`src/hdl/board_pkg.sv`:
```
/*
 * Board pin package.
 * Layout of the general-purpose output word, its two views,
 * and the I2C drive and line bundles.
 */
`default_nettype none

package board_pkg;

  // Width of the general-purpose output word, fixed by the board.
  localparam int unsigned GpoWidth = 23;

  // Board pins in the output word, MSB first.
  typedef struct packed {
    logic       mb_rst;
    logic       mb_cs_n;
    logic       ard_cs_n;
    logic [2:0] rpi_spi1_cs_n;
    logic [1:0] rpi_spi0_cs_n;
    logic       eth_rst_n;
    logic       eth_cs_n;
    logic       flash_cs_n;
    logic [7:0] usr_led;
    logic       lcd_backlight;
    logic       lcd_dc;
    logic       lcd_rst_n;
    logic       lcd_cs_n;
  } gpo_pins_t;

  // Raw word as the system drives it, or the pins as the board reads them.
  typedef union packed {
    logic [GpoWidth-1:0] raw;
    gpo_pins_t           pins;
  } gpo_word_u;

  // Inactive pin levels.
  // Selects deasserted, resets held, LEDs dark.
  localparam gpo_pins_t GpoPinsIdle = '{
    mb_rst:        1'b1,
    mb_cs_n:       1'b1,
    ard_cs_n:      1'b1,
    rpi_spi1_cs_n: 3'b111,
    rpi_spi0_cs_n: 2'b11,
    eth_rst_n:     1'b0,
    eth_cs_n:      1'b1,
    flash_cs_n:    1'b1,
    usr_led:       8'h00,
    lcd_backlight: 1'b0,
    lcd_dc:        1'b0,
    lcd_rst_n:     1'b0,
    lcd_cs_n:      1'b1
  };

  // Controller side of one I2C bus.
  typedef struct packed {
    logic scl;
    logic scl_oe;
    logic sda;
    logic sda_oe;
  } i2c_drive_t;

  // Level of a bus, or a device pull-down where 1 means released.
  typedef struct packed {
    logic scl;
    logic sda;
  } i2c_line_t;

endpackage

`default_nettype wire

```
`src/hdl/fault_pkg.sv`:
```
/*
 * Fault capture package.
 * Fault kinds in flag order and the timestamped fault record.
 */
`default_nettype none

package fault_pkg;

  // Width of the cycle stamp.
  localparam int unsigned StampWidth = 32;

  // Flag index of each fault kind.
  typedef enum logic [3:0] {
    FaultBounds              = 4'd0,
    FaultTag                 = 4'd1,
    FaultSeal                = 4'd2,
    FaultPermitExecute       = 4'd3,
    FaultPermitLoad          = 4'd4,
    FaultPermitStore         = 4'd5,
    FaultPermitStoreCap      = 4'd6,
    FaultPermitStoreLocalCap = 4'd7,
    FaultPermitSysReg        = 4'd8
  } fault_kind_e;

  // Width of the kind field.
  // Also the width of a flag index.
  localparam int unsigned KindWidth = $bits(fault_kind_e);

  // One reported fault.
  // Stamp is the cycle count of the edge that first saw the flag.
  typedef struct packed {
    fault_kind_e           kind;
    logic [StampWidth-1:0] stamp;
  } fault_rec_t;

endpackage

`default_nettype wire

```
`src/hdl/board_harness_top.sv`:
```
/*
 * Board harness top level.
 * Joins I2C resolution, fault capture and the output pin split
 * between the system outputs and the board device models.
 */
`timescale 1ns/10ps
`default_nettype none

module board_harness_top import board_pkg::*, fault_pkg::*; #(
  // Number of fault flags, at most 16.
  parameter int unsigned FaultWidth = 9,
  // Number of I2C buses.
  parameter int unsigned I2cBuses   = 2
) (
  input  wire logic                      clk_i,
  input  wire logic                      rst_ni,

  // General-purpose output word and the board pins.
  input  wire gpo_word_u                 gp_i,
  output      gpo_pins_t                 pins_o,

  // I2C controller drives and device pull-downs.
  input  wire i2c_drive_t [I2cBuses-1:0] drive_i,
  input  wire i2c_line_t  [I2cBuses-1:0] dev_pull_i,
  output      i2c_line_t  [I2cBuses-1:0] bus_o,
  output      i2c_line_t  [I2cBuses-1:0] ctrl_line_o,

  // Fault flags and their records.
  input  wire logic [FaultWidth-1:0]     fault_i,
  input  wire logic                      fault_clear_i,
  output      logic                      rec_valid_o,
  output      fault_rec_t                rec_o,
  output      logic [FaultWidth-1:0]     seen_o
);

  // Open-drain buses.
  // Bus level is combinational, controller copy is two flops late.
  i2c_pad_resolve #(
    .I2cBuses    (I2cBuses)
  ) u_i2c_pad_resolve (
    .clk_i       (clk_i),
    .rst_ni      (rst_ni),
    .drive_i     (drive_i),
    .dev_pull_i  (dev_pull_i),
    .bus_o       (bus_o),
    .ctrl_line_o (ctrl_line_o)
  );

  // Fault flags are modulated LED drives.
  // Only the first pulse of each kind is reported.
  fault_first_capture #(
    .FaultWidth    (FaultWidth)
  ) u_fault_first_capture (
    .clk_i         (clk_i),
    .rst_ni        (rst_ni),
    .fault_i       (fault_i),
    .fault_clear_i (fault_clear_i),
    .rec_valid_o   (rec_valid_o),
    .rec_o         (rec_o),
    .seen_o        (seen_o)
  );

  // Named board pins, one cycle after the word.
  gpo_pin_split u_gpo_pin_split (
    .clk_i  (clk_i),
    .rst_ni (rst_ni),
    .gp_i   (gp_i),
    .pins_o (pins_o)
  );

endmodule

`default_nettype wire

```
`src/hdl/fault_first_capture.sv`:
```
/*
 * First-occurrence fault capture.
 * Flags each fault kind once until cleared and issues one
 * timestamped record per cycle, lowest index first.
 */
`timescale 1ns/10ps
`default_nettype none

module fault_first_capture import fault_pkg::*; #(
  parameter int unsigned FaultWidth = 9
) (
  input  wire logic                  clk_i,
  input  wire logic                  rst_ni,
  input  wire logic [FaultWidth-1:0] fault_i,
  input  wire logic                  fault_clear_i,
  output      logic                  rec_valid_o,
  output      fault_rec_t            rec_o,
  output      logic [FaultWidth-1:0] seen_o
);

  // Free-running cycle count.
  logic [StampWidth-1:0] cnt_q;

  // Sticky seen mask and the faults still to be issued.
  logic [FaultWidth-1:0] seen_q;
  logic [FaultWidth-1:0] pend_q;

  // Stamp of the edge that first saw each fault.
  logic [StampWidth-1:0] stamp_q [FaultWidth];

  // Output record.
  logic       rec_valid_q;
  fault_rec_t rec_q;

  logic [FaultWidth-1:0] new_w;
  logic [FaultWidth-1:0] issue_w;
  logic [KindWidth-1:0]  pick_idx;
  logic                  pick_valid;

  // High now, and neither reported nor waiting.
  assign new_w = fault_i & ~seen_q & ~pend_q;

  // Lowest-index pending fault wins.
  // Descending scan so the last hit is the lowest.
  always_comb begin
    pick_idx   = '0;
    pick_valid = 1'b0;
    for (int i = FaultWidth - 1; i >= 0; i--) begin
      if (pend_q[i]) begin
        pick_idx   = KindWidth'(i);
        pick_valid = 1'b1;
      end
    end
  end

  assign issue_w = pick_valid ? (FaultWidth'(1) << pick_idx) : '0;

  // Counter runs from reset, 0 at the first edge.
  always_ff @(posedge clk_i or negedge rst_ni) begin
    if (!rst_ni) begin
      cnt_q <= '0;
    end else begin
      cnt_q <= cnt_q + 1'b1;
    end
  end

  // Seen, pending and record strobe.
  // Clear wins over new faults and over issue.
  always_ff @(posedge clk_i or negedge rst_ni) begin
    if (!rst_ni) begin
      seen_q      <= '0;
      pend_q      <= '0;
      rec_valid_q <= 1'b0;
    end else if (fault_clear_i) begin
      seen_q      <= '0;
      pend_q      <= '0;
      rec_valid_q <= 1'b0;
    end else begin
      seen_q      <= seen_q | new_w;
      pend_q      <= (pend_q & ~issue_w) | new_w;
      rec_valid_q <= pick_valid;
    end
  end

  // Stamps for newly seen faults.
  always_ff @(posedge clk_i) begin
    for (int i = 0; i < FaultWidth; i++) begin
      if (new_w[i] && !fault_clear_i) begin
        stamp_q[i] <= cnt_q;
      end
    end
  end

  // Record payload, loaded with each issue.
  always_ff @(posedge clk_i) begin
    if (pick_valid) begin
      rec_q.kind  <= fault_kind_e'(pick_idx);
      rec_q.stamp <= stamp_q[pick_idx];
    end
  end

  assign rec_valid_o = rec_valid_q;
  assign rec_o       = rec_q;
  assign seen_o      = seen_q;

endmodule

`default_nettype wire

```
`src/hdl/gpo_pin_split.sv`:
```
/*
 * General-purpose output pin split.
 * Registers the output word through its pin view so every
 * board pin leaves a flop.
 */
`timescale 1ns/10ps
`default_nettype none

module gpo_pin_split import board_pkg::*; (
  input  wire logic      clk_i,
  input  wire logic      rst_ni,
  input  wire gpo_word_u gp_i,
  output      gpo_pins_t pins_o
);

  // Pin register.
  // Chip selects come straight from a flop, free of glitches.
  gpo_pins_t pins_q;

  // Each field resets to its inactive level.
  // Selects high, device resets held, LEDs off.
  always_ff @(posedge clk_i or negedge rst_ni) begin
    if (!rst_ni) begin
      pins_q <= GpoPinsIdle;
    end else begin
      // Pin view of the word.
      pins_q <= gp_i.pins;
    end
  end

  assign pins_o = pins_q;

endmodule

`default_nettype wire

```
`src/hdl/i2c_pad_resolve.sv`:
```
/*
 * I2C open-drain resolution.
 * Wired-AND of controller drive and device pull-down per bus,
 * with a two-flop synchroniser back to the controller.
 */
`timescale 1ns/10ps
`default_nettype none

module i2c_pad_resolve import board_pkg::*; #(
  parameter int unsigned I2cBuses = 2
) (
  input  wire logic                      clk_i,
  input  wire logic                      rst_ni,
  input  wire i2c_drive_t [I2cBuses-1:0] drive_i,
  input  wire i2c_line_t  [I2cBuses-1:0] dev_pull_i,
  output      i2c_line_t  [I2cBuses-1:0] bus_o,
  output      i2c_line_t  [I2cBuses-1:0] ctrl_line_o
);

  i2c_line_t [I2cBuses-1:0] bus_w;
  i2c_line_t [I2cBuses-1:0] sync1_q;
  i2c_line_t [I2cBuses-1:0] sync2_q;

  // Resolve each bus.
  // A line without its enable is released, so it reads high.
  always_comb begin
    for (int b = 0; b < I2cBuses; b++) begin
      bus_w[b].scl = (drive_i[b].scl_oe ? drive_i[b].scl : 1'b1) & dev_pull_i[b].scl;
      bus_w[b].sda = (drive_i[b].sda_oe ? drive_i[b].sda : 1'b1) & dev_pull_i[b].sda;
    end
  end

  // Device models see the bus in the same cycle.
  assign bus_o = bus_w;

  // Two stages back to the controller.
  // Reset to released, as the pull-ups would hold it.
  always_ff @(posedge clk_i or negedge rst_ni) begin
    if (!rst_ni) begin
      sync1_q <= '1;
      sync2_q <= '1;
    end else begin
      sync1_q <= bus_w;
      sync2_q <= sync1_q;
    end
  end

  assign ctrl_line_o = sync2_q;

endmodule

`default_nettype wire

```
`config.mk`:
```
export PLATFORM = sky130hd
export DESIGN_NAME = board_harness_top
export DESIGN_NICKNAME = d
export VERILOG_FILES = /design/src/hdl/board_pkg.sv /design/src/hdl/fault_pkg.sv /design/src/hdl/board_harness_top.sv /design/src/hdl/fault_first_capture.sv /design/src/hdl/gpo_pin_split.sv /design/src/hdl/i2c_pad_resolve.sv
export SDC_FILE = /design/constraint.sdc
export NUM_CORES = 1
export LEC_CHECK = 0
export ABC_AREA = 1
export BUFFER_PORTS_ARGS = -buffer_cell sky130_fd_sc_hd__buf_2
export CAP_MARGIN = 40
export CORE_MARGIN = 10
export CORE_UTILIZATION = 45
export CTS_CLUSTER_SIZE = 20
export DETAILED_ROUTE_END_ITERATION = 10
export PLACE_DENSITY = 0.65
export RECOVER_POWER = 25
export SYNTH_ARGS = -nofsm -noshare
export SYNTH_HDL_FRONTEND = slang
export SYNTH_SLANG_ARGS = --single-unit
```
`constraint.sdc`:
```
create_clock -name clk_i -period 3.6 [get_ports clk_i]
set_input_delay 0.18 -clock clk_i [delete_from_list [all_inputs] [get_ports clk_i]]
set_output_delay 0.18 -clock clk_i [all_outputs]
set_load 0.01 [all_outputs]
```
; Word level (Yosys, flattened, before mapping)
; Memories as Yosys holds them, arrays and structs flattened. A register that Yosys moved wholly into a read port is not among the register bits.
; Cells that the tools add are included.
[word_totals]
wordCells = 95
ff_bits = 86
mem_bits_rw = 288
n_memories = 1
[classes]
bitwise_logic = 12
reduce_logical = 10
shifts = 1
addsub = 1
mux = 44
[memory_table]
columns = name, depth, width, read_ports, rd_ports_with_merged_regs, wr, line_no
row1 = u_fault_first_capture.stamp_q, 9, 32, 1, 1, 9, fault_first_capture.sv:29  ; logic [StampWidth-1:0] stamp_q [FaultWidth];
[ops]
columns = op, count
row1 = 2-to-1 mux 4 bit, 9
row2 = adder 32 x 1 -> 32 bit (second input constant), 1
row3 = 2-to-1 mux 1 bit, 32
row4 = bitwise AND 9 bit, 3
row5 = 2-to-1 mux 9 bit, 3
row6 = inverter 9 bit, 3
row7 = bitwise OR 9 bit, 2
row8 = logical AND 1 bit, 9
row9 = << shifter 1 x 4 -> 9 bit (first input constant), 1
row10 = bitwise AND 1 bit, 4
row11 = zero test 1 bit, 1

; Logic depth before layout (Yosys ltp)
[depth]
depth_word = 15
mapped_depth = 14

; Hierarchy
; A second synthesis with hierarchy kept.
[unflattened]
hier_cells = 1258
hier_area_um2 = 16148.0
[modules_own_cells]
columns = mod, seq_area_each_um2, area_per_inst_um2, cells_each, instances
row1 = fault_first_capture, 11005.6, 15283.4, 1215, 1
row2 = gpo_pin_split, 589.3, 589.3, 23, 1
row3 = i2c_pad_resolve, 210.2, 275.3, 20, 1

; Worst setup path after synthesis
; No wires, ideal clock.
[synth_timing]
path_type = register to register
startpoint = register u_fault_first_capture.pend_q[2]
endpoint = memory u_fault_first_capture.stamp_q[2][0], enable pin
stages_incl_launch_ff = 6
setup_time_ps = 463
setup_slack_ps = -145
arrival_time_ps = 3282
path_buffers = 2
required_ps = 3137
cell_sequence = dfrtp_1 inv_1 clkbuf_1 buf_2 nand2_1 nor3_1
[synth_rtl]
columns = element, line_no
row1 = from (decl), fault_first_capture.sv:26  ; logic [FaultWidth-1:0] pend_q;
row2 = from (signal assigned), fault_first_capture.sv:80  ; pend_q <= (pend_q & ~issue_w) | new_w;
row3 = to (decl), fault_first_capture.sv:29

==> flow_summary.yaml <==
pwr:
  leakage_nw: 7.56
  clkPwrFrac_pct: 33.8
  comb_power_share_pct: 18.8
  net-switching-power_mw: 3.40
  swShare_pct: 28.6
  p_seq_share_pct: 47.4
  intPower_mw: 8.51
  cellPowerDensity_nw_per_um2: 632
  peakVddDrop_v: 0.000327
placement:
  io_buffers: 123
  dp.cells: 1838
  gp_congestion: 0.802
  dp_hpwl_mm: 20.9
synthesis:
  synth_cells: 1297
  synthMuxAreaShare_pct: 0
  synth_area_per_cell_um2: 12.3
  ys.flop_type: "edfxtp_1"
  ys_warn_count: 0
  yosys.area_share.xor_xnor_pct: 1.64
  syn-num-nets: 1345
  synth-seq-area-share_pct: 73.7
  ys_async_sr_fraction_pct: 20.2
  syn-cell-area_um2: 16000
  synth_cell_types: 31
  synth_seq_cells: 406
  synth-compound-area-share_pct: 1.08
  synth_top_family_by_area: "simple AND/OR/NAND/NOR gates"
  yosys.area_share.adder_pct: 0.0782
  synth_edf_count: 324
  synth_simple_gate_area_share_pct: 18.7
layout:
  antenna_cells: 0
  regArea_um2: 11800
  drive_gt1_share_pct: 16.9
  final_common_cell: "edfxtp_1"
  filler_cell_count: 2950
  layout_common_cells: "324 x edfxtp_1, 202 x nand2_1, 169 x nand3_1"
  multiInputGateArea_um2: 3510
  area_growth_pct: 17.7
  nets: 1509
  fin_cells: 1954
grt:
  grt_start_max_net_pins: 67
  grt_pass1_vias: 10800
  grt_usage_pct: 18.0
  grt_pass1_wl_mm: 61.9
  antenna_found_initial: 0
  gr-total-overflow: 0
clock_network:
  cts_tree: "yes"
  clkTransAtPathRegs_ns: 0.06
  cts-buffers-inserted: 41
  clock_latency_ns: 0.53
  clockRootBuffer: "clkbuf_16"
  clockBufferDepth: 3
  cts_htree_levels: 2
  clock-sinks: 406
  postCtsSetupBuffers: 0
timing:
  hold_viol: 0
  finalCritPeriodShare_pct: 69.6
  max_slew.worst_pin.slew_ns: 1.85
  setup_tns_ns: 0
  fin_skew_ns: 0.0140
  finalMaxSlewViolations: 35
  rsz0062_at_grt: "no"
  clock.fmax_mhz: 399
  setup_viol: 0
  slew_headroom_pct: -23.0
  post-route-min-period_ns: 2.50
detailed_routing:
  drc: 0
  drt_wl_total_mm: 39.9
  ant_nets: 0
  drtIter0Drc: 909
  first_pass_iters: 7
  routedWlPerCell_um: 20.4
  via_per_inst: 5.44
  vias: 10600
die:
  start_util_pct: 45.3
  die_w_um: 209
  ios: 124
  core_region_area_um2: 35300
  die_area_um2: 43500
  die_h_um: 209
  rows: 69
critical_path:
  cp_data_required_time_ns: 3.76
  critical_path_class: "reg2reg"
  rr_startpoint: "u_fault_first_capture.pend_q[2]"
  rr_worst_depth: 5
  startpoint_type: "register"
  arrival_ns: 2.66
  cp-end-kind: "register"
  crit_fanout: 65
  reg2reg_slack_ns: 1.10
  r2r_end: "u_fault_first_capture.stamp_q[2][14]"
worst_hold_path:
  hold_depth: 2
  worstHoldPathType: "in2reg"
  hold_path_startpoint: "fault_clear_i"
  holdPathEnd: "u_fault_first_capture.seen_o[4]"
status:
  violations: "capacitance limit, slew limit"
  outcome: "finished, violations left"
job:
  maxCapViolations: 1
power groups by stage:
stage	registers, mW	clock network, mW	logic (mW)
5_1_grt	5.68	4.27	2.46
2_1_floorplan	5.84	0	1.24
3_3_place_gp	5.74	0	2.17
4_1_cts	5.65	4.07	2.28
6_report	5.65	4.02	2.24
3_5_place_dp	5.74	0	2.24
sequential cells by signal, summed over array words and instances, names as in the netlist:
register / flops
u_fault_first_capture.cnt_q: 32
u_fault_first_capture.pend_q: 9
u_fault_first_capture.rec_o: 36
u_fault_first_capture.rec_valid_o: 1
u_fault_first_capture.seen_o: 9
u_fault_first_capture.stamp_q: 288
u_gpo_pin_split.pins_o: 23
u_i2c_pad_resolve.ctrl_line_o: 4
u_i2c_pad_resolve.sync1_q: 4
per-stage QoR:
step           utilization [%]  setup WS (ns)  power (mW)  hold slack [ns]  cell area, um^2
6_report                  53.4           1.10        11.9            0.148            18800
5_1_grt                   53.4          0.688        12.4            0.191            18800
4_1_cts                   53.4           1.13        12.0            0.146            18900
3_5_place_dp              48.7           1.14        7.98            0.164            17200
3_3_place_gp              48.5           1.17        7.91            0.285            17100
2_1_floorplan                -         0.0637        7.07           -0.116            16000
cell families after synthesis:
kind of cell,count (synthesis)
XOR/XNOR,30
AND/OR/NAND/NOR,652
flip-flops,406
buffers and inverters,182
adder cells (fa/ha/maj),1
AO/OA/AOI/OAI,26
how the worst max path moves through the flow:
stage | from | to | slack [ns] | cells after the start
detailed placement | u_fault_first_capture.pend_q[2] | u_fault_first_capture.stamp_q[2][18] | 1.14 | 5
global placement | u_fault_first_capture.pend_q[2] | u_fault_first_capture.stamp_q[2][17] | 1.17 | 5
floorplan | u_fault_first_capture.pend_q[0] | u_fault_first_capture.stamp_q[0][0] | 0.06 | 4
global route | rst_ni | u_fault_first_capture.cnt_q[16] | 0.69 | 3
CTS | u_fault_first_capture.pend_q[2] | u_fault_first_capture.stamp_q[2][18] | 1.13 | 5
finish | u_fault_first_capture.pend_q[2] | u_fault_first_capture.stamp_q[2][14] | 1.10 | 5
repair_timing:
action / in CTS / in global routing
resized for setup: 0 / 0
endpoints found under the hold margin: 86 / 0
setup endpoints to repair: 0 / 0
hold buffers: 41 / 0
layer usage:
layer	wire length, um	GRT usage (%)
met4	928	6.33
met5	0	0
met2	20400	31.3
met3	2730	3.12
met1	15900	22.1
synth_stat cells (6+ instances only):
cell type  count  share of area, %
inv_1        106               2.5
a21oi_1       14              0.44
buf_2         26              0.81
clkbuf_1      26              0.61
buf_1          7              0.16
edfxtp_1     324                61
xor2_1        22               1.2
dfrtp_1       63               9.8
nor3_1        16              0.50
nor2_1       146               3.4
nand3_1      169               5.3
buf_4          9              0.42
dfstp_2       19               3.1
xnor2_1        8              0.44
nand2_2        6              0.23
nand4_1      100               3.9
nand2_1      205               4.8
inv_2          7              0.16
area by class of cell:
| class | count | share of cell area [%] |
|---|---|---|
| repair buffers | 190 | 6.73 |
| inverters | 113 | 2.25 |
| well taps | 461 | 3.06 |
| multi-input cells | 709 | 18.6 |
| clock buffers | 64 | 6.29 |
| clock inverters | 11 | 0.432 |
| flip-flops and latches | 406 | 62.6 |
worst max-delay path, cell delays in order (launching register included):
cell and delay (ns):
dfrtp_1 0.40, inv_2 0.07, buf_4 0.73, nand2_1 0.24, nor3_4 0.17, buf_4 0.49
(Power assumes the default switching activity.)
